## config.mk

```make
export PLATFORM = sky130hd
export DESIGN_NAME = sgd_dot_product
export DESIGN_NICKNAME = d
export VERILOG_FILES = /design/src/rtl/sgd_pkg.sv /design/src/rtl/sgd_dot_product.sv
export SDC_FILE = /design/constraint.sdc
export NUM_CORES = 2
export LEC_CHECK = 0
export ABC_AREA = 1
export ABC_CLOCK_PERIOD_IN_PS = 13900
export BUFFER_PORTS_ARGS = -buffer_cell sky130_fd_sc_hd__buf_2
export CORE_MARGIN = 5
export CORE_UTILIZATION = 50
export DETAILED_ROUTE_END_ITERATION = 12
export MAX_ROUTING_LAYER = met4
export PLACE_DENSITY = 0.76
export SETUP_SLACK_MARGIN = 0.5
export SLEW_MARGIN = 20
export SYNTH_ARGS = -nofsm -noshare
export SYNTH_HDL_FRONTEND = slang
export SYNTH_SLANG_ARGS = --single-unit
```

## constraint.sdc

```tcl
create_clock -name clk -period 13.9 [get_ports clk]
set_clock_uncertainty 0.1 [all_clocks]
set_input_delay 2.78 -clock clk [delete_from_list [all_inputs] [get_ports clk]]
set_output_delay 2.78 -clock clk [all_outputs]
set_load 0.1 [all_outputs]
```

## src/rtl/sgd_pkg.sv

```systemverilog
`default_nettype none

package sgd_pkg;

    //////////////////////////////////////////////////
    // sizes
    //////////////////////////////////////////////////

    // features per sample, also model words
    localparam int NUM_FEATURES  = 4;
    localparam int FEATURE_WIDTH = 8;
    // model words, labels, loss and gradients
    localparam int MODEL_WIDTH   = 32;
    // sample, batch and epoch counters
    localparam int COUNT_WIDTH   = 16;

    //////////////////////////////////////////////////
    // types
    //////////////////////////////////////////////////

    typedef logic signed [FEATURE_WIDTH-1:0]              feature_t;
    // feature i sits at bits [i*FEATURE_WIDTH +: FEATURE_WIDTH]
    typedef logic        [NUM_FEATURES*FEATURE_WIDTH-1:0] features_t;
    typedef logic signed [MODEL_WIDTH-1:0]                model_word_t;
    // word i sits at bits [i*MODEL_WIDTH +: MODEL_WIDTH]
    typedef logic        [NUM_FEATURES*MODEL_WIDTH-1:0]   model_vec_t;
    typedef logic        [COUNT_WIDTH-1:0]                count_t;
    // arithmetic right shift of the loss
    typedef logic        [$clog2(MODEL_WIDTH)-1:0]        shift_t;
    typedef logic        [$clog2(NUM_FEATURES)-1:0]       index_t;

    // training sequencer
    typedef enum logic [2:0] {
        CTRL_IDLE,
        CTRL_RUN,
        CTRL_WAIT_UPDATE,
        CTRL_WRITE_BACK,
        CTRL_DONE
    } ctrl_state_t;

endpackage

`default_nettype wire

```

## src/rtl/sgd_dot_product.sv

```systemverilog
`timescale 1ns/100ps
`default_nettype none

module sgd_dot_product (
    input  wire                       clk,
    input  wire                       rst_n,
    input  wire                       take,
    input  wire sgd_pkg::features_t   sample_features,
    input  wire sgd_pkg::model_word_t sample_label,
    input  wire                       batch_end,
    input  wire sgd_pkg::model_vec_t  model_vec,
    output logic                      dp_valid,
    output sgd_pkg::model_word_t      dp_value,
    output sgd_pkg::features_t        dp_features,
    output sgd_pkg::model_word_t      dp_label,
    output logic                      dp_batch_end
);

    localparam int FW = sgd_pkg::FEATURE_WIDTH;
    localparam int MW = sgd_pkg::MODEL_WIDTH;

    // stage one
    logic                 s1_valid;
    sgd_pkg::model_word_t s1_prod [sgd_pkg::NUM_FEATURES];
    sgd_pkg::features_t   s1_features;
    sgd_pkg::model_word_t s1_label;
    logic                 s1_batch_end;
    sgd_pkg::model_word_t s1_sum;

    // valid chain, one bit per stage
    always_ff @(posedge clk) begin
        if (!rst_n) begin
            s1_valid <= 1'b0;
            dp_valid <= 1'b0;
        end else begin
            s1_valid <= take;
            dp_valid <= s1_valid;
        end
    end

    //////////////////////////////////////////////////
    // stage one: products, wrapped to a model word
    //////////////////////////////////////////////////

    always_ff @(posedge clk) begin
        for (int i = 0; i < sgd_pkg::NUM_FEATURES; i++) begin
            // sign extend the feature before the multiply
            s1_prod[i] <= sgd_pkg::model_word_t'(
                              sgd_pkg::feature_t'(sample_features[i*FW +: FW]))
                          * sgd_pkg::model_word_t'(model_vec[i*MW +: MW]);
        end
        // sideband rides with the sample
        s1_features  <= sample_features;
        s1_label     <= sample_label;
        s1_batch_end <= batch_end;
    end

    // adder tree, wraps at the word width
    always_comb begin
        s1_sum = '0;
        for (int i = 0; i < sgd_pkg::NUM_FEATURES; i++) begin
            s1_sum = s1_sum + s1_prod[i];
        end
    end

    //////////////////////////////////////////////////
    // stage two: registered sum
    //////////////////////////////////////////////////

    always_ff @(posedge clk) begin
        dp_value     <= s1_sum;
        dp_features  <= s1_features;
        dp_label     <= s1_label;
        dp_batch_end <= s1_batch_end;
    end

endmodule

`default_nettype wire

```

---- After elaboration in Yosys (flattened, before gate mapping) ----
Memory sizes are Yosys's and may differ from the RTL's.
Index checks and enable logic that the tools add are counted.
cells by class
  add/sub/neg operators ................... 3
  $mul .................................... 4
operator list
  operator          number
  $mul A8 B32 Y32   4
  $add A32 B32 Y32  3
storage, ports and cells
  register bits after elaboration ......... 164
  bits in writable memories ............... 128
  input port bits ......................... 196
  output and inout bits ................... 98
  logic and storage cells ................. 17
  memories ................................ 1
memories
  memory   words  width  read ports  clocked after Yosys merged registers in  write ports  line                   RTL
  s1_prod  4      32     4           0                                        4            sgd_dot_product.sv:24  sgd_pkg::model_word_t s1_prod [sgd_pkg::NUM_FEATURES];

---- Longest topological paths before layout ----
  word-level depth ........................ 3
  gate-level depth with buffers ........... 25
  mapped depth without buffers ............ 23

---- Worst setup path before layout ----
OpenSTA, ideal clock, no wires.
  kind .................................... input to register
  from .................................... in sample_features[10]
  to ...................................... mem s1_prod[1][30] (netlist name)
  setup time .............................. 113 ps
  arrival ................................. 6,684 ps
  data required time ...................... 13,687 ps
  slack ................................... 7,004 ps
  cell stages on the path ................. 21
  buffers on the path ..................... 2
  cell sequence ........................... clkbuf_1 > clkbuf_1 > nand2_1 > fa_1 > fa_1 > inv_1 > fa_1 > inv_1 > fa_1 > inv_1 > ha_1 > a21oi_1 > nand2_2 > nand2_1 > nand2_1 > nand2_1 > nand2_1 > nand3_1 > nand3_1 > nand2_1 > nand2_1
RTL lines
  what             line                   RTL
  start, declared  sgd_dot_product.sv:8   input wire sgd_pkg::features_t sample_features,
  end, declared    sgd_dot_product.sv:24

==> summary.txt <==
Clock network
  – CTS tree: done
  – Buffer depth of the longest clock path: 3
  – Setup Fix Bufs, Post-CTS: 0
  – Depth of the CTS H-tree: 2
  – Hold buffers post-CTS: 0
  – Sink Count: 292
  – Skew-Pair Late Insertion Delay: 0.57 ns
  – CTS Buf Count: 34
  – Root buf cell: clkbuf_16
  – # resized after CTS: 0
  – CTS clock-pin slew for the worst setup and hold paths: ~0.070 ns

Worst setup path
  – Crit-path max FO: 25
  – Worst Setup End Kind: flip-flop
  – CP max stage delay: ~0.66 ns
  – Crit path top cell by count: fa_1
  – Req. time, crit path: 14.24 ns
  – Reg2Reg Depth: 11
  – Bufs and invs on worst path: 4
  – CP Cell Sequence: buf_2, inv_1, nor2_1, fa_1, fa_1, fa_1, inv_1, fa_1, inv_1, ha_1, nand2_1, nor2_1, nand2_1, a21oi_1, nor3_1, nor2_1
  – CP startpoint kind: input port
  – Reg2reg end: dp_value[17]
  – Worst Path Arrival: approximately 7.4 ns
  – Critical path type: in -> reg
  – CP max-delay cell: inv_1
  – Delay-heaviest family, CP: adder cells
  – Reg-to-reg startpoint: s1_prod[0][1]
  – Reg2reg setup slack: 10.48 ns

Floorplan
  – Core footprint: 82000 µm²
  – Die span in y: 297 µm
  – Die W: 297 µm
  – Die ar.: 88400 µm²
  – Ports: between 200 and 300
  – Initial cell density of the core: 50.4%
  – Row cnt: approximately 110

Routing
  – Post-route ant nets: 0
  – Vias: roughly 33k
  – Initial DRT Pass Iterations: 6
  – DRT iter0 DRCs: 2308
  – Routed length per instance: about 15 µm
  – Routed WL: 104000 µm
  – Drt drc: 0
  – Vias/cell: slightly below 5

Worst hold path
  – Hold path depth: 0
  – Tightest Hold Check Type: reg -> reg
  – Hold EP: dp_features[0]
  – Worst hold start: s1_features[0]

Yosys
  – Synth top area cells: fa_1 33%, inv_1 16%, dfxtp_1 14%
  – Cell variety after synth: 39
  – Mean Syn Cell Area: between 7 and 8 µm²
  – Yosys top cell by area: fa_1
  – Synthesized Nets: ~7k
  – Most frequent cell after synthesis: inv_1
  – Post-synth top area share: roughly a third
  – Asr flop ratio synth: 0%
  – Synth warn: 0
  – Area of the mapped netlist: between 40000 and 50000 µm²
  – Post-Synthesis Cells: between 5k and 6k
  – Commonest cells in the synthesized netlist: 1791 x inv_1, 1480 x nand2_1, 690 x fa_1, 295 x ha_1, 292 x dfxtp_1
  – Synthesized flop and latch total: 292
  – EDFF count, synth: 0
  – Main flop type after synthesis: dfxtp_1
  – Sequential share of the synthesized area: ~14%

Cells and area
  – Fin area: 44400 µm²
  – Share of cells above drive strength 1: 6.69%
  – Layout net count: 6968
  – Final std cells w/o fill: 6887
  – Multi-input logic area: 27900 µm²
  – Fillers: 7725
  – Layout area overhead: 7.66%
  – FF+latch area: 5850 µm²

Timing
  – Final setup TNS: 0 ns
  – Max frequency: 0.142 GHz
  – Setup slack after layout: 6.86 ns
  – Final Setup Violations: 0
  – Max_slew headroom: between 30% and 40%
  – Max-slew violation count: 0
  – Final period utilization: 50.7%
  – Worst Tran Pin Value: 0.986 ns
  – Final hold violations: 0
  – Period minus WS final: 7.04 ns
  – Unrepaired setup endpoints after global routing: false

Status
  – Status: finished, final reports clean

Placement
  – RePlAce Congestion: between 0.9 and 1
  – Placed cell area: between 40000 and 50000 µm²
  – Setup slack at placement: 6.38 ns
  – Placed insts: 6821
  – Dpl hpwl: 87200 µm
  – # port buffers: 293

Global route
  – All-Layer GR Usage: 24.5%
  – Largest net degree at the start of global routing: 35
  – Gr ovfl total: 0
  – Global-route wire length before repair: around 170000 µm
  – Initial antenna violation count: 5
  – Vias in the first global route: 34.2k

Run
  – Max Cap Violations: 0
placed cells by master (no fill, tap or decap), types with 5 or more instances in the layout:
cell type / Yosys / layout
a21o_1: 11 / 11
a21oi_1: 143 / 143
buf_2: 23 / 293
clkbuf_16: 0 / 35
clkinv_2: 0 / 6
dfxtp_1: 292 / 292
fa_1: 690 / 690
ha_1: 295 / 295
inv_1: 1791 / 1791
inv_8: 0 / 5
nand2_1: 1480 / 1480
nand2_2: 9 / 9
nand3_1: 170 / 170
nand3b_1: 6 / 6
nand4_1: 42 / 42
nor2_1: 277 / 277
nor3_1: 27 / 27
nor4_1: 6 / 6
o21ai_0: 56 / 56
o21bai_1: 24 / 24
or2_2: 15 / 15
xnor2_1: 24 / 24
xor2_1: 72 / 72
stage by stage:
stage	hold WS, ns	utilization (%)
floorplan	0.210	-
global placement	0.210	52.8
detailed placement	0.212	52.8
CTS	0.219	54.2
global route	0.232	54.2
finish	0.217	54.2
flip-flops by register name, indices dropped and copies added, names as in the netlist:
signal / flops
s1_label: 32
dp_features: 32
dp_value: 32
dp_valid: 1
dp_batch_end: 1
s1_prod: 128
s1_features: 32
s1_batch_end: 1
s1_valid: 1
dp_label: 32
per-layer routing:
metal,GRT usage [%],part of all wire (%)
met4,5.62,2.1
met2,41.3,48
met1,31.7,43
met3,3.27,6.5
met5,-,0
worst reg2reg max path, cell delays in order, from the launching register on:
cell and delay [ns]:
dfxtp_1 0.44, fa_1 0.47, fa_1 0.50, ha_1 0.24, inv_1 0.12, fa_1 0.51, o21ai_2 0.24, nand2_1 0.07
nand2_1 0.12, nand2_1 0.06, nand2_1 0.09, xor2_1 0.33
worst max-delay path by stage:
stage                        start              to  slack, ns  depth (start not counted)
5_1_grt        sample_features[23]  s1_prod[2][19]       6.63                         16
6_report       sample_features[23]  s1_prod[2][19]       6.86                         16
4_1_cts        sample_features[23]  s1_prod[2][19]       6.93                         16
3_3_place_gp   sample_features[23]  s1_prod[2][19]       6.37                         16
2_1_floorplan  sample_features[10]  s1_prod[1][30]       7.00                         21
3_5_place_dp   sample_features[23]  s1_prod[2][19]       6.38                         16
cells by family after synthesis:
group           count (synthesis)  synth area share [%]
simple gates                 2044                  19.8
buf+inv                      1987                  18.3
fa+ha+maj                     985                  42.4
flops                         292                  14.2
compound gates                248                  3.30
xor+xnor                       96                  2.04
area by class of cell:
type | count | share of cell area, %
multi-input cells | 3373 | 62.7
inverters | 1793 | 15.1
flip-flops and latches | 292 | 13.2
repair buffers | 293 | 3.30
well taps | 1070 | 3.01
clock buffers | 41 | 2.11
clock inverters | 21 | 0.507
diodes | 4 | 0.0225
Power is left out: the tool's default activity adds up to more than one toggle a clock period on the data nets, which glitch-free logic cannot reach.
