$ cat config.mk
export PLATFORM = sky130hd
export DESIGN_NAME = sgd_gradient
export DESIGN_NICKNAME = d
export VERILOG_FILES = /design/src/rtl/sgd_pkg.sv /design/src/rtl/sgd_gradient.sv
export SDC_FILE = /design/constraint.sdc
export NUM_CORES = 2
export LEC_CHECK = 0
export ABC_AREA = 1
export BUFFER_PORTS_ARGS = -buffer_cell sky130_fd_sc_hd__buf_2
export CELL_PAD_IN_SITES_DETAIL_PLACEMENT = 2
export CELL_PAD_IN_SITES_GLOBAL_PLACEMENT = 2
export CORE_MARGIN = 1.5
export CORE_UTILIZATION = 39
export CTS_CLUSTER_DIAMETER = 80
export CTS_CLUSTER_SIZE = 20
export DETAILED_ROUTE_END_ITERATION = 8
export PLACE_DENSITY_LB_ADDON = 0.15
export SLEW_MARGIN = 20
export SYNTH_ARGS = -nofsm -noshare
export SYNTH_HDL_FRONTEND = slang
export SYNTH_SLANG_ARGS = --single-unit
export TNS_END_PERCENT = 20
$ cat constraint.sdc
create_clock -name clk -period 6.7 [get_ports clk]
set_clock_uncertainty 0.05 [all_clocks]
set_input_delay 1.005 -clock clk [delete_from_list [all_inputs] [get_ports clk]]
set_output_delay 1.005 -clock clk [all_outputs]
set_load 0.02 [all_outputs]
$ cat src/rtl/sgd_pkg.sv
`default_nettype none

package sgd_pkg;

    //////////////////////////////////////////////////
    // sizes
    //////////////////////////////////////////////////

    // features per sample, also model words
    localparam int NUM_FEATURES  = 4;
    localparam int FEATURE_WIDTH = 8;
    // model words, labels, loss and gradients
    localparam int MODEL_WIDTH   = 32;
    // sample, batch and epoch counters
    localparam int COUNT_WIDTH   = 16;

    //////////////////////////////////////////////////
    // types
    //////////////////////////////////////////////////

    typedef logic signed [FEATURE_WIDTH-1:0]              feature_t;
    // feature i sits at bits [i*FEATURE_WIDTH +: FEATURE_WIDTH]
    typedef logic        [NUM_FEATURES*FEATURE_WIDTH-1:0] features_t;
    typedef logic signed [MODEL_WIDTH-1:0]                model_word_t;
    // word i sits at bits [i*MODEL_WIDTH +: MODEL_WIDTH]
    typedef logic        [NUM_FEATURES*MODEL_WIDTH-1:0]   model_vec_t;
    typedef logic        [COUNT_WIDTH-1:0]                count_t;
    // arithmetic right shift of the loss
    typedef logic        [$clog2(MODEL_WIDTH)-1:0]        shift_t;
    typedef logic        [$clog2(NUM_FEATURES)-1:0]       index_t;

    // training sequencer
    typedef enum logic [2:0] {
        CTRL_IDLE,
        CTRL_RUN,
        CTRL_WAIT_UPDATE,
        CTRL_WRITE_BACK,
        CTRL_DONE
    } ctrl_state_t;

endpackage

`default_nettype wire

$ cat src/rtl/sgd_gradient.sv
`timescale 1ns/100ps
`default_nettype none

module sgd_gradient (
    input  wire                       clk,
    input  wire                       rst_n,
    input  wire                       start,
    input  wire                       dp_valid,
    input  wire sgd_pkg::model_word_t dp_value,
    input  wire sgd_pkg::features_t   dp_features,
    input  wire sgd_pkg::model_word_t dp_label,
    input  wire                       dp_batch_end,
    input  wire sgd_pkg::shift_t      step_shift_q,
    output logic                      grad_valid,
    output sgd_pkg::model_vec_t       grad_vec
);

    localparam int FW = sgd_pkg::FEATURE_WIDTH;
    localparam int MW = sgd_pkg::MODEL_WIDTH;

    // loss stage
    sgd_pkg::model_word_t diff;
    logic                 l_valid;
    sgd_pkg::model_word_t l_loss;
    sgd_pkg::features_t   l_features;
    logic                 l_batch_end;

    // per feature running sums
    sgd_pkg::model_word_t acc [sgd_pkg::NUM_FEATURES];
    sgd_pkg::model_word_t acc_next [sgd_pkg::NUM_FEATURES];

    assign diff = dp_value - dp_label;

    //////////////////////////////////////////////////
    // stage one: (ax - b) >>> shift
    //////////////////////////////////////////////////

    always_ff @(posedge clk) begin
        if (!rst_n) begin
            l_valid <= 1'b0;
        end else begin
            l_valid <= dp_valid;
        end
    end

    always_ff @(posedge clk) begin
        // signed operand, so the shift keeps the sign
        l_loss      <= diff >>> step_shift_q;
        l_features  <= dp_features;
        l_batch_end <= dp_batch_end;
    end

    //////////////////////////////////////////////////
    // stage two: accumulate loss * feature
    //////////////////////////////////////////////////

    always_comb begin
        for (int i = 0; i < sgd_pkg::NUM_FEATURES; i++) begin
            acc_next[i] = acc[i] + l_loss * sgd_pkg::model_word_t'(
                              sgd_pkg::feature_t'(l_features[i*FW +: FW]));
        end
    end

    always_ff @(posedge clk) begin
        if (!rst_n) begin
            grad_valid <= 1'b0;
        end else begin
            // one pulse per finished batch
            grad_valid <= l_valid & l_batch_end;
        end
    end

    always_ff @(posedge clk) begin
        for (int i = 0; i < sgd_pkg::NUM_FEATURES; i++) begin
            if (start) begin
                acc[i] <= '0;
            end else if (l_valid) begin
                // batch end hands off the sums and restarts at zero
                acc[i] <= l_batch_end ? '0 : acc_next[i];
            end
        end
        if (l_valid && l_batch_end) begin
            for (int i = 0; i < sgd_pkg::NUM_FEATURES; i++) begin
                grad_vec[i*MW +: MW] <= acc_next[i];
            end
        end
    end

endmodule

`default_nettype wire

Yosys cells after proc, flatten, opt, wreduce, memory -nomap -nowiden. Memories as Yosys holds them, arrays and structs flattened. Cells that the tools add are included.

Bitwise logic cells: 5. Order comparisons: 0. Muxes and demuxes: 13. Div/mod/pow operators: 0. Add/sub/neg operators: 5. Shifts and indexed selects: 1. Reduce and logical (&&, ||, !) cells: 1. Equal/unequal tests: 0. Multiply operators: 4.

Operators by type and width (count): 2-to-1 mux 32 bit (8); adder 32 bit (4); multiplier 32 x 8 -> 32 bit (4); >>> shifter 32 x 5 -> 32 bit (1); subtractor 32 bit (1); 2-to-1 mux 1 bit (5); OR 1 bit (4); bitwise AND 1 bit (1); logical AND 1 bit (1).

Logic and storage cells: 36. Bits in latches: 0. Output and inout bits: 129. Bits in read-only memories: 0. Memories kept: 1. Input bits: 106. Memory bits (writable): 128. Bits in registers: 195.

Memory list: acc (depth 4, bits a word 32, read ports 4, clocked after Yosys merged registers in 0, wr ports 4, line sgd_gradient.sv:29) `sgd_pkg::model_word_t acc [sgd_pkg::NUM_FEATURES];`.

Logic depth before layout (Yosys ltp).
Depth in word-level cells: 4. Depth in mapped cells: 31. Depth with buffers taken out: 29.

Worst setup path before layout. Ideal clock, no wire load.

Path type: reg-to-reg. Start point: register l_features[26]. End point: memory acc[3][26] (netlist bit) (data pin). Data required time: 6.384 ns. Arrival: 5.013 ns. Stages on the path, launching flop included: 23. Path buffers: 2. Period minus slack after synthesis: 5.329 ns. Setup time: 0.266 ns. Setup slack: 1.371 ns. Path through: dfxtp_1 > clkbuf_1 > buf_1 > nand2_1 > fa_1 > fa_1 > inv_1 > fa_1 > fa_1 > fa_1 > ha_1 > a21oi_1 > o21ai_2 > nand2_1 > nand2_1 > a21oi_2 > inv_1 > a21boi_1 > o21ai_1 > nand2_1 > nand2_1 > xnor2_1 > nor2_1.

RTL lines: from (decl) (line sgd_gradient.sv:25) `sgd_pkg::features_t l_features;`; from (signal assigned) (line sgd_gradient.sv:49) `l_features <= dp_features;`; to (decl) (line sgd_gradient.sv:29).

==> flow_summary.json <==
{
  "status": "completed",
  "grt_max_degree": 129,
  "multi_input_area_sq_mm": 0.03010,
  "cts_tree": "done",
  "cts_setup_buffers": 0,
  "ctsResizeCount": 0,
  "drv_cap": 0,
  "critical_path_class": "reg2reg",
  "finalHoldViolations": 0,
  "wirelength_um": 160700,
  "period_needed_ns": 6.348,
  "fillers": 13070,
  "place_ws_ns": 0.5260,
  "wl_met3_um": 5249,
  "grt_usage_pct": 27.95,
  "crit_required_ns": 6.98,
  "ys_seq_area_share_pct": 19.94,
  "num_rows": 124,
  "syn_area_sq_mm": 0.04527,
  "fmax_mhz": 157.5,
  "crit_fanout": 15,
  "drc": 0,
  "ys_types": 59,
  "setup_violations": 0,
  "slew_viol_final": 0,
  "vias": 36210,
  "ys_async_sr_fraction_pct": 0,
  "netlist_instances": 5439,
  "htreeDepth": 2,
  "cts_sinks": 323,
  "nets": 6749,
  "grt_pass1_wl_um": 250200,
  "endpoint_kind": "register",
  "cts-root-buf": "clkbuf_16",
  "drtPass1Iterations": 5,
  "die_w_um": 343.7,
  "area_growth_pct": 9.740,
  "core-area_sq_mm": 0.1147,
  "fin_ws_ns": 0.3522,
  "num_io_pins": 235,
  "dr.first_iter.drc_count": 1606,
  "hold_path_class": "in2reg",
  "cp-start-kind": "register",
  "setup_tns_ns": 0,
  "wl_met1_um": 67210,
  "ys_ff_latch": 323,
  "die_area_sq_mm": 0.1181,
  "io_buffers": 234,
  "dp_hpwl_um": 128600,
  "cts.path.max_buffers": 3,
  "gp_congestion": 0.8560,
  "first_global_vias": 42540,
  "holdBufCountCts": 0,
  "routed_via_density": 5.076,
  "clk-insertion-delay-late_ns": 0.64,
  "antenna_found_initial": 9,
  "die_h_um": 343.7,
  "synth_edf_count": 256,
  "holdWs_ns": 0.4186,
  "rsz0062_at_grt": "false",
  "period_share_pct": 94.74,
  "wire_per_inst_um": 22.53,
  "grt-ovfl-total": 0,
  "path_clk_slew_ns": 0.09,
  "yosysWarnings": 0,
  "regArea_sq_mm": 0.009032,
  "highest_layer": "met5",
  "synth_nets": 6593,
  "tightestPinTransition_ns": 1.149,
  "met2_wirelength_um": 83170,
  "start_util_pct": 39.48,
  "arrival_ns": 6.63,
  "drive_gt1_share_pct": 8.842,
  "antenna_left": 0,
  "relSlewSlack_pct": 23.40,
  "avgSynthCellArea_sq_um": 8.323,
  "synth_flop_cell": "edfxtp_1",
  "numCtsBuffers": 34
}
## registers in the layout, indices dropped and copies added (netlist names)
| name | flops |
|---|---|
| l_features | 32 |
| acc | 128 |
| grad_valid | 1 |
| grad_vec | 128 |
| l_valid | 1 |
| l_batch_end | 1 |
| l_loss | 32 |
## layout make-up
cell class / count / share of cell area [%]
tap: 1512 / 3.808
antenna: 1 / 0.005037
clock buffer: 40 / 1.929
sequential: 323 / 18.18
multi-input combinational: 3491 / 60.58
inverter: 1401 / 10.60
clock inverter: 22 / 0.6573
timing repair buffer: 344 / 4.246
## synth_stat cells, types with 6 or more instances
library cell  count  area (sq um)
nand2_1        1326          4977
nand3b_1          8         60.06
a21oi_1         131         655.6
a31oi_1           9         56.30
or2_2            10         62.56
o21ai_1          10         50.05
a21oi_2           6         52.55
o21ai_0          58         290.3
dfxtp_1          67          1341
o21a_1           10         75.07
fa_1            749         14990
buf_2            18         90.09
o211ai_1         15         112.6
a21o_1           13         97.59
nand3_2          14         140.1
nor2_1          303          1137
clkbuf_1        170         638.1
nand3_1         232          1161
xnor2_1          80         700.7
nor3_1           18         90.09
edfxtp_1        256          7687
xor2_1           95         832.1
nand4_1          11         68.82
o21bai_1         13         97.59
ha_1            299          3741
nand2_2          17         106.4
nor2_2            8         50.05
o21ai_2           9         78.83
inv_2            10         37.54
buf_1            29         108.9
inv_1          1390          5218
## cells by family after synthesis
group | share of synthesized area [%]
AO/OA/AOI/OAI | 3.864
XOR/XNOR | 3.422
adder cells (fa/ha/maj) | 41.39
buffers and inverters | 13.59
flip-flops | 19.94
AND/OR/NAND/NOR | 17.80
## routing by layer
metal  GRT usage, %  vias up
met4          8.315       14
li1               -    16300
met2          50.96      627
met1          34.49    19040
met3          3.189      226
met5              0        -
## final timing paths
kind,startpoint,endpoint,slack [ns],cells after the start
worst max-delay path,l_loss[3],acc[1][26],0.35,19
worst max register to register,l_loss[3],acc[1][26],0.35,19
worst min register to register,l_valid,grad_valid,0.49,2
worst min-delay path,dp_features[22],l_features[22],0.42,1
## worst max-delay path, cell delays in order, from the launching register on
cell and delay, ns:
dfxtp_1 0.74, buf_4 0.37, nand2_1 0.10, fa_1 0.50, fa_1 0.54, inv_1 0.05, fa_1 0.46, fa_1 0.51
fa_1 0.42, ha_1 0.36, a21oi_1 0.19, nand2_1 0.14, nand2_1 0.10, nand3_1 0.25, a21oi_2 0.41, o21ai_2 0.12
a21boi_1 0.25, o21ai_1 0.11, xor2_1 0.18, nor2b_1 0.16
## layout by cell type (no fill, tap or decap), types with 8 or more instances in the layout
cell       count
buf_4        101
xor2_1        95
edfxtp_1     256
nor3_1        18
or2_2          9
fa_1         749
dfxtp_1       64
nor2_1       303
a21o_1        13
o21ai_0       58
a21oi_1      131
xnor2_1       80
buf_12         9
nand3_2       14
a31oi_1        9
o21ai_1       10
buf_2        234
nand3b_1       8
o21a_1        10
o21bai_1      13
inv_2         10
nand2_2       17
inv_1       1389
nand3_1      232
o211ai_1      15
ha_1         299
nand2_1     1326
o21ai_2        9
nand4_1       11
nor2_2         8
clkbuf_16     38
## stage by stage
stage          util, %  std cells  area (sq um)
4_1_cts          43.33       7133         49680
5_1_grt          43.33       7133         49680
2_1_floorplan        -       5439         45270
3_5_place_dp     42.21       7071         48390
3_3_place_gp     42.21       7071         48390
6_report         43.33       7134         49680
Power is left out: the tool's default activity adds up to more than one toggle a clock period on the data nets, which glitch-free logic cannot reach.
