**config.mk**
```make
export PLATFORM = sky130hd
export DESIGN_NAME = sgd_x_writeback
export DESIGN_NICKNAME = d
export VERILOG_FILES = /design/src/rtl/sgd_pkg.sv /design/src/rtl/sgd_x_writeback.sv
export SDC_FILE = /design/constraint.sdc
export NUM_CORES = 1
export LEC_CHECK = 0
export ABC_AREA = 0
export BUFFER_PORTS_ARGS = -buffer_cell sky130_fd_sc_hd__buf_2
export CORE_UTILIZATION = 41
export CTS_CLUSTER_SIZE = 10
export DETAILED_ROUTE_END_ITERATION = 6
export PLACE_DENSITY = 0.77
export SETUP_SLACK_MARGIN = 0.2
export SLEW_MARGIN = 10
export SYNTH_ARGS = -nofsm -noshare
export SYNTH_HDL_FRONTEND = slang
export SYNTH_SLANG_ARGS = --single-unit
export TNS_END_PERCENT = 10
```
**constraint.sdc**
```tcl
create_clock -name clk -period 2.2 [get_ports clk]
set_clock_uncertainty 0.2 [all_clocks]
set_input_delay 0.11 -clock clk [delete_from_list [all_inputs] [get_ports clk]]
set_output_delay 0.11 -clock clk [all_outputs]
set_load 0.01 [all_outputs]
```
**src/rtl/sgd_pkg.sv**
```systemverilog
`default_nettype none

package sgd_pkg;

    //////////////////////////////////////////////////
    // sizes
    //////////////////////////////////////////////////

    // features per sample, also model words
    localparam int NUM_FEATURES  = 4;
    localparam int FEATURE_WIDTH = 8;
    // model words, labels, loss and gradients
    localparam int MODEL_WIDTH   = 32;
    // sample, batch and epoch counters
    localparam int COUNT_WIDTH   = 16;

    //////////////////////////////////////////////////
    // types
    //////////////////////////////////////////////////

    typedef logic signed [FEATURE_WIDTH-1:0]              feature_t;
    // feature i sits at bits [i*FEATURE_WIDTH +: FEATURE_WIDTH]
    typedef logic        [NUM_FEATURES*FEATURE_WIDTH-1:0] features_t;
    typedef logic signed [MODEL_WIDTH-1:0]                model_word_t;
    // word i sits at bits [i*MODEL_WIDTH +: MODEL_WIDTH]
    typedef logic        [NUM_FEATURES*MODEL_WIDTH-1:0]   model_vec_t;
    typedef logic        [COUNT_WIDTH-1:0]                count_t;
    // arithmetic right shift of the loss
    typedef logic        [$clog2(MODEL_WIDTH)-1:0]        shift_t;
    typedef logic        [$clog2(NUM_FEATURES)-1:0]       index_t;

    // training sequencer
    typedef enum logic [2:0] {
        CTRL_IDLE,
        CTRL_RUN,
        CTRL_WAIT_UPDATE,
        CTRL_WRITE_BACK,
        CTRL_DONE
    } ctrl_state_t;

endpackage

`default_nettype wire

```
**src/rtl/sgd_x_writeback.sv**
```systemverilog
`timescale 1ns/100ps
`default_nettype none

module sgd_x_writeback (
    input  wire                       clk,
    input  wire                       rst_n,
    input  wire                       wb_start,
    input  wire sgd_pkg::model_word_t rd_word,
    input  wire                       x_out_ready,
    output sgd_pkg::index_t           rd_index,
    output sgd_pkg::model_word_t      x_out_data,
    output logic                      x_out_valid,
    output logic                      x_out_last,
    output logic                      wb_done
);

    localparam sgd_pkg::index_t LAST_INDEX = sgd_pkg::index_t'(sgd_pkg::NUM_FEATURES - 1);

    // index of the next word to load, one ahead of the output
    sgd_pkg::index_t idx;
    logic            xfer;
    logic            load;

    assign rd_index = idx;
    assign xfer     = x_out_valid & x_out_ready;
    // load on launch, or on a transfer that is not the last
    assign load     = wb_start | (xfer & ~x_out_last);
    // final handshake of the stream
    assign wb_done  = xfer & x_out_last;

    //////////////////////////////////////////////////
    // output register and index walk
    //////////////////////////////////////////////////

    always_ff @(posedge clk) begin
        if (!rst_n) begin
            idx         <= '0;
            x_out_valid <= 1'b0;
            x_out_last  <= 1'b0;
        end else if (load) begin
            x_out_valid <= 1'b1;
            x_out_last  <= (idx == LAST_INDEX);
            idx         <= (idx == LAST_INDEX) ? '0 : idx + 1'b1;
        end else if (wb_done) begin
            // idx is back at 0, ready for the next run
            x_out_valid <= 1'b0;
            x_out_last  <= 1'b0;
        end
    end

    // word holds under back-pressure
    always_ff @(posedge clk) begin
        if (load) begin
            x_out_data <= rd_word;
        end
    end

endmodule

`default_nettype wire

```
### Word-level counts from Yosys, hierarchy flattened

Cells that the tools add are included.

| operators by class | value |
|---|---|
| muxes and demuxes | 4 |
| bitwise operators | 5 |
| reduce and logical (&&, ||, !) cells | 1 |
| order comparisons | 0 |
| equal/unequal tests | 1 |
| $add $sub $neg | 1 |
| div/mod/pow operators | 0 |
| shift-type cells | 0 |
| multipliers | 0 |

Operator list:

| operator | count |
|---|---|
| $and A1 B1 Y1 | 3 |
| $mux W1 | 3 |
| $add A2 B1 Y2 const B | 1 |
| $eq A2 B2 Y1 const B | 1 |
| $mux W2 | 1 |
| $reduce_bool A2 Y1 | 1 |
| $not A1 Y1 | 1 |
| $or A1 B1 Y1 | 1 |

| word-level totals | value |
|---|---|
| input bits | 36 |
| latch bits | 0 |
| RAM bits | 0 |
| output and inout bits | 37 |
| register bits | 36 |
| bits in read-only memories | 0 |
| logic and storage cells | 16 |
| memories | 0 |

### Logic depth before layout (Yosys ltp)

Gate-level depths: netlist (run 1).

| logic depth | value |
|---|---|
| depth in word-level cells | 4 |
| gate-level depth with buffers | 4 |
| gate-level depth less buffers | 4 |

### Worst setup path before layout (run 1)

Ideal clock, no wire load.

| timing path | value |
|---|---|
| path type | register to register |
| from | register x_out_valid |
| to | register x_out_data[0] (enable) |
| setup time | 387 ps |
| path slack | 381 ps |
| clock period less this slack | 1819 ps |
| stages on the path, launching flop included | 3 |
| data required time | 1613 ps |
| arrival | 1232 ps |
| buffers on the path | 0 |
| cells stage by stage | dfxtp_1 a31oi_4 inv_1 |

| between the ends | value |
|---|---|
| word-level cells in the longest chain between the ends | 3 |

Ends and longest elaborated chain:

| element | RTL line | RTL |
|---|---|---|
| from (decl) | sgd_x_writeback.sv:12 | `output logic x_out_valid,` |
| from (signal assigned) | sgd_x_writeback.sv:38 | `x_out_valid <= 1'b0;` |
| from (signal assigned) | sgd_x_writeback.sv:41 | `x_out_valid <= 1'b1;` |
| from (signal assigned) | sgd_x_writeback.sv:46 | `x_out_valid <= 1'b0;` |
| $and A1 B1 Y1 | sgd_x_writeback.sv:25 | `assign xfer = x_out_valid & x_out_ready;` |
| $and A1 B1 Y1 | sgd_x_writeback.sv:27 | `assign load = wb_start \| (xfer & ~x_out_last);` |
| $or A1 B1 Y1 | sgd_x_writeback.sv:27 |  |
| via load | sgd_x_writeback.sv:22 | `logic load;` |
| to (signal assigned) | sgd_x_writeback.sv:54 | `x_out_data <= rd_word;` |
| to (decl) | sgd_x_writeback.sv:11 | `output sgd_pkg::model_word_t x_out_data,` |

The timed path passes the listed nets, and every way through them passes these cells.
A chain may end at the register's enable or synchronous reset.

### Worst setup path after layout (run 1)

| timing path | value |
|---|---|
| from | input port x_out_ready |
| to | register x_out_valid |

| between the ends | value |
|---|---|
| word-level cells in the longest chain between the ends | 4 |
| elaborated cells between the ends (all ways) | 6 |
| classes of those cells | mux (1); bitwise (4); reduce/logical (1) |

Ends and longest elaborated chain:

| element | RTL line | RTL |
|---|---|---|
| from (decl) | sgd_x_writeback.sv:9 | `input wire x_out_ready,` |
| $and A1 B1 Y1 * | sgd_x_writeback.sv:25 |  |
| $and A1 B1 Y1 | sgd_x_writeback.sv:27 |  |
| $or A1 B1 Y1 | sgd_x_writeback.sv:27 |  |
| $mux W1 / $reduce_bool A2 Y1 (equally long branches) | n/a |  |

Mark *: on every way between the ends. The rest lies on a longest branch, timed or not.

==> reports/results.txt, run 1 <==
DRC Markers = 0
CTS sink cnt = 36
DR top layer = met4
Cell count after synthesis = 54
Synthesized cell area = 1160 µm²
RSZ-0062 raised after global routing = no
Core Rows = 18
CP endpoint kind = register
I/O Pins = 73
Total gr overflow = 0
Min-Delay Startpoint = rd_word[2]
Arr. time, crit path = 1.73 ns
Reg2Reg Depth = 4
Clock transition at path regs = 0.10 ns
Worst hold path class = in -> reg
R2R Path End = x_out_valid
Max Slew Vio Count = 0
FF-to-FF setup slack = 0.54 ns
Clk buf depth = 2
Worst-Skew Late Latency = 0.33 ns
Die span in x = 55.2 µm
Vias in the first global route = 830
Power density cells = 661 nW/µm²
Fraction of layout cells with a size suffix above 1 = 0.474
Fmax = 581 MHz
Worst path cell trace = dlygate4sd3_1 > buf_2 > a31oi_4 > a21boi_0 > dlygate4sd3_1
CTS Buf Count = 5
DR iter-0 viols = 3
Startpoint Class = input port
First-pass GRT wire length = 3460 µm
I/O Buffers = 72
Crit path to = x_out_valid
WL per Instance = 12.9 µm
Pre-CTS WS = 0.680 ns
Setup ws final = 0.480 ns
Final number of setup-violating endpoints = 0
Drt pass-1 iters = 3
Final net count = 208
Max Fanout on Critical Path = 5
Area growth syn-to-layout = 70.9%
Post-route minimum period = 1.72 ns
Crit path max-delay cell type = dlygate4sd3_1
Max H-tree Level = 2
Worst EP required = 2.21 ns
Yosys reg bits = 36
Final ANT Viol Nets = 0
Metal2 WL = 1200 µm
Via density = 4.52
Slew HR = 0.743
Initial antenna violation count = 0
Starting Density = 0.452
Root buf cell = clkbuf_4
Post-Route WL = 2590 µm
Run status = complete, no violations
GP Congestion = 0.678
FF-to-FF Start = x_out_last
Yosys cell types = 13
Setup TNS = 0 ns
Largest net degree at the start of global routing = 33
Final Hold Vio Count = 0
Vias post-DR = 908
Critical path origin = x_out_ready
Net count after synthesis = 91
CTS tree = built
DIE AREA = 3050 µm²
Crit share post-route = 0.782
Static Leak = 0.875 nW
Synth warn = 0
Worst slew pin tran = 0.385 ns
Register area share after synthesis = 0.898
Number of diodes = 0
Max VDD drop = 550 µV
Wire length on met3 = 347 µm
Core area = 2570 µm²
Detail Placement HPWL = 1620 µm
Metal1 wirelength = 984 µm
Total power = 0.00131 W
Critical Path Max Stage Delay = 0.57 ns
Worst Setup Path Type = in -> reg
Max Cap Viol = 0
GRT Total Usage = 0.179
Avg Cell Area, Syn = 21.5 µm²
Die extent in y = 55.2 µm
Most used cell, CP = dlygate4sd3_1
[flip-flops by register name (all words and copies together), names as in the netlist]
signal	cells
x_out_data	32
rd_index	2
x_out_valid	1
x_out_last	1
[metal layers]
| layer | up-vias | GRT usage |
|---|---|---|
| met1 | 400 | 0.185 |
| li1 | 438 | - |
| met2 | 63 | 0.289 |
| met3 | 7 | 0.0792 |
| met5 | - | 0 |
| met4 | 0 | 0.125 |
[synthesized netlist by cell type]
| cell | instances | area, µm² |
|---|---|---|
| dfxtp_1 | 4 | 80.1 |
| nand4b_1 | 1 | 8.76 |
| ha_1 | 1 | 12.5 |
| a31oi_4 | 1 | 21.3 |
| nand2b_1 | 1 | 6.26 |
| inv_1 | 1 | 3.75 |
| nor2_1 | 2 | 7.51 |
| inv_2 | 1 | 3.75 |
| edfxtp_1 | 32 | 961 |
| o21ai_0 | 1 | 5.00 |
| a21boi_0 | 1 | 7.51 |
| mux2i_1 | 2 | 20.0 |
| nand2_1 | 6 | 22.5 |
[critical path: cells and delay by family]
family                 cells  cell delay, ns
AO/OA/AOI/OAI              2            0.37
buffers and inverters      3            1.25
[cells by family (layout without fill, tap and decap cells)]
group | count (synthesis) | count (layout) | synth area share
AO/OA/AOI/OAI | 3 | 3 | 0.0291
buffers and inverters | 2 | 119 | 0.00647
multiplexers | 2 | 2 | 0.0173
adder cells (fa/ha/maj) | 1 | 1 | 0.0108
AND/OR/NAND/NOR | 10 | 10 | 0.0388
flip-flops | 36 | 36 | 0.898
[worst min-delay path by stage]
stage,to,cells past startpoint
5_1_grt,x_out_data[19],2
2_1_floorplan,x_out_data[0],0
3_3_place_gp,x_out_data[15],1
4_1_cts,x_out_data[2],2
3_5_place_dp,x_out_data[21],1
6_report,x_out_data[2],2
[cells in the final DEF, fill, tap and decap left out, types with 2 or more instances in the layout]
cell and count:
clkbuf_4 5, edfxtp_1 32, nand2_1 6, nor2_1 2
buf_2 72, mux2i_1 2, dfxtp_1 4, dlygate4sd3_1 37
[per-stage QoR]
step                hold WS [ns]  cells  area [µm²]  utilization
finish                     0.286    201        1980        0.772
global route               0.275    201        1980        0.772
CTS                        0.276    201        1980        0.772
detailed placement        0.0883    157        1570        0.610
global placement          0.0871    157        1570        0.610
floorplan                0.00887     54        1160            -
[where the power goes]
part           switching, W  internal (W)  leakage [nW]
sequential        0.0000158      0.000798         0.350
clock              0.000188      0.000118        0.0281
combinational     0.0000838      0.000107         0.496
[area by class of cell]
cell class	instances	area (µm²)
Timing Repair Buffer	110	738
Inverter	2	7.51
Clock buffer	6	41.3
Tap cell	30	37.5
Clock inverter	1	5.00
Sequential cell	36	1040
Fill cell	166	586
Multi-Input combinational cell	16	111
[timing repair]
| item | CTS | global route |
|---|---|---|
| buffers inserted | 0 | 0 |
| hold buffers | 37 | 0 |
| resized for setup | 0 | 0 |
| hold endpoints to repair | 36 | 0 |
No activity file was read; power rests on OpenSTA's default activity.
==> run 2: changes to the inputs <==
- clock period: 2.2 -> 1.75 ns (I/O delays scaled with it)
==> run 2 against run 1 <==
Compared with the run above:
- largest cell class unchanged
- worst setup slack got worse by 0.23 ns
- sequential cell count did not move
- register-to-register slack got worse by 0.22 ns
- critical endpoint is now x_out_data[21]
- power rose by 38%
==> reports/results.txt, run 2 (same netlist as run 1, synthesis figures left out) <==
Run status = complete, no violations (unchanged)
Starting Density = 0.452 (unchanged)
Number of diodes = 0 (unchanged)
Fin util = 0.788 (was 0.772)
Worst EP required = 1.61 ns (was 2.21 ns)
Final net count = 209 (was 208)
Reg2Reg Depth = 3 (was 4)
CTS sink cnt = 36 (unchanged)
Worst hold path class = in -> reg (unchanged)
Slew HR = 0.820 (was 0.743)
Post-route minimum period = 1.50 ns
GRT Total Usage = 0.172 (was 0.179)
Commonest non-fill, non-tap cell in the layout = buf_2 (unchanged)
Vias in the first global route = 811 (was 830)
Most frequent cells in the layout = buf_2 (72), dlygate4sd3_1 (35), edfxtp_1 (32) (was buf_2 (72), dlygate4sd3_1 (37), edfxtp_1 (32))
DRC Markers = 0 (unchanged)
DR iter-0 viols = 13 (was 3)
Met2 usage = 0.333 (was 0.289)
I/O Pins = 73 (unchanged)
Total gr overflow = 0 (unchanged)
Largest net degree at the start of global routing = 33 (unchanged)
Die span in x = 55.2 µm (unchanged)
Grt peak-use layer = met2 (unchanged)
Worst Setup Path Type = in -> reg (unchanged)
Worst slew pin tran = 0.270 ns (was 0.385 ns)
Max H-tree Level = 2 (unchanged)
First-pass GRT wire length = 3350 µm (was 3460 µm)
Vias post-DR = 909 (was 908)
Power density cells = 891 nW/µm² (was 661 nW/µm²)
Static Leak = 0.891 nW (was 0.875 nW)
Fmax = 668 MHz
Max Cap Viol = 0 (unchanged)
Area growth syn-to-layout = 74.4% (was 70.9%)
DIE AREA = 3050 µm² (unchanged)
Max Slew Vio Count = 0 (unchanged)
Die extent in y = 55.2 µm (unchanged)
Fraction of layout cells with a size suffix above 1 = 0.503 (was 0.474)
Post-Route WL = 2570 µm (was 2590 µm)
Arr. time, crit path = 1.36 ns (was 1.73 ns)
Via density = 4.48 (was 4.52)
Final number of setup-violating endpoints = 0 (unchanged)
Clk buf depth = 2 (unchanged)
Crit share post-route = 0.855
Number of flip-flops in the largest register = 32 (unchanged)
Root buf cell = clkbuf_4 (unchanged)
Drt pass-1 iters = 4 (was 3)
Met3 GRT Util = 0.0683 (was 0.0792)
FF-to-FF setup slack = 0.32 ns (was 0.54 ns)
Core Rows = 18 (unchanged)
Hold Path Depth = 2 (unchanged)
CP endpoint kind = register (unchanged)
Clock transition at path regs = 0.10 ns (about the same)
Final ANT Viol Nets = 0 (unchanged)
Met1 Track Usage GR = 0.159 (was 0.185)
RSZ-0062 raised after global routing = no (unchanged)
Final Hold Vio Count = 0 (unchanged)
Max Fanout on Critical Path = 32 (was 5)
FILL cells = 158 (was 166)
Reg with most FFs = x_out_data (unchanged)
CTS Buf Count = 5 (unchanged)
Final hold slack = 0.275 ns (was 0.286 ns)
Detail Placement HPWL = 1660 µm (was 1620 µm)
Max VDD drop = 694 µV (was 550 µV)
Initial antenna violation count = 0 (unchanged)
GP Congestion = 0.656 (was 0.678)
Startpoint Class = input port (unchanged)
Setup TNS = 0 ns (unchanged)
Total power = 0.00180 W (was 0.00131 W)
I/O Buffers = 72 (unchanged)
Worst-Skew Late Latency = 0.31 ns (was 0.33 ns)
Core area = 2570 µm² (unchanged)
CTS tree = built (unchanged)
WL per Instance = 12.7 µm (was 12.9 µm)
==> run 2: cell count changes in the layout (fill, tap and decap cells not counted) <==
| cell | previous run | this run |
|---|---|---|
| bufinv_16 | 0 | 1 |
| dfxtp_2 | 0 | 1 |
| buf_4 | 1 | 3 |
| clkinvlp_4 | 0 | 1 |
| buf_6 | 0 | 1 |
| dfxtp_1 | 4 | 3 |
| inv_1 | 1 | 0 |
| dlygate4sd3_1 | 37 | 35 |
==> run 2: worst max-delay path, stage by stage <==
cell and delay, ns:
dlygate4sd3_1 0.54, buf_2 0.15, a31oi_4 0.25, clkinvlp_4 0.12, buf_6 0.20
==> run 2: routing by layer <==
layer  up-vias  wire length (µm)
li1        439                 -
met1       413               945
met2        54              1320
met3         3               287
met4         0                21
met5         -                 0
==> run 2: final cells by class <==
class                           instances  area (µm²)  area share
Sequential cell                        36        1040       0.515
Clock buffer                            6        41.3      0.0204
Multi-Input combinational cell         16         111      0.0550
Inverter                                2        11.3     0.00557
Timing Repair Buffer                  111         744       0.368
Clock inverter                          2        35.0      0.0173
Tap cell                               30        37.5      0.0186
==> run 2: repair_timing <==
item / CTS / global route
pin swaps: 0 / 1
resized for setup: 1 / 0
endpoints found under the setup margin: 21 / 5
hold buffers: 35 / 0
endpoints found under the hold margin: 36 / 0
buffers inserted: 0 / 3
==> run 2: metrics by stage <==
| stage | cells | area (µm²) | setup WS [ns] |
|---|---|---|---|
| floorplan | 54 | 1160 | 0.0107 |
| global placement | 157 | 1570 | 0.255 |
| detailed placement | 157 | 1570 | 0.209 |
| CTS | 200 | 2000 | 0.254 |
| global route | 203 | 2020 | 0.240 |
| finish | 203 | 2020 | 0.253 |
==> run 2: power by group <==
group,internal [W],switching (W)
clock network,0.000299,0.000238
logic,0.000136,0.000107
registers,0.00100,0.0000200
==> run 2: worst paths after layout <==
path	start	to
setup / recovery	x_out_ready	x_out_data[21]
hold / removal	rd_word[9]	x_out_data[9]
setup reg to reg	x_out_valid	x_out_data[21]
hold reg to reg	rd_index[1]	rd_index[1]
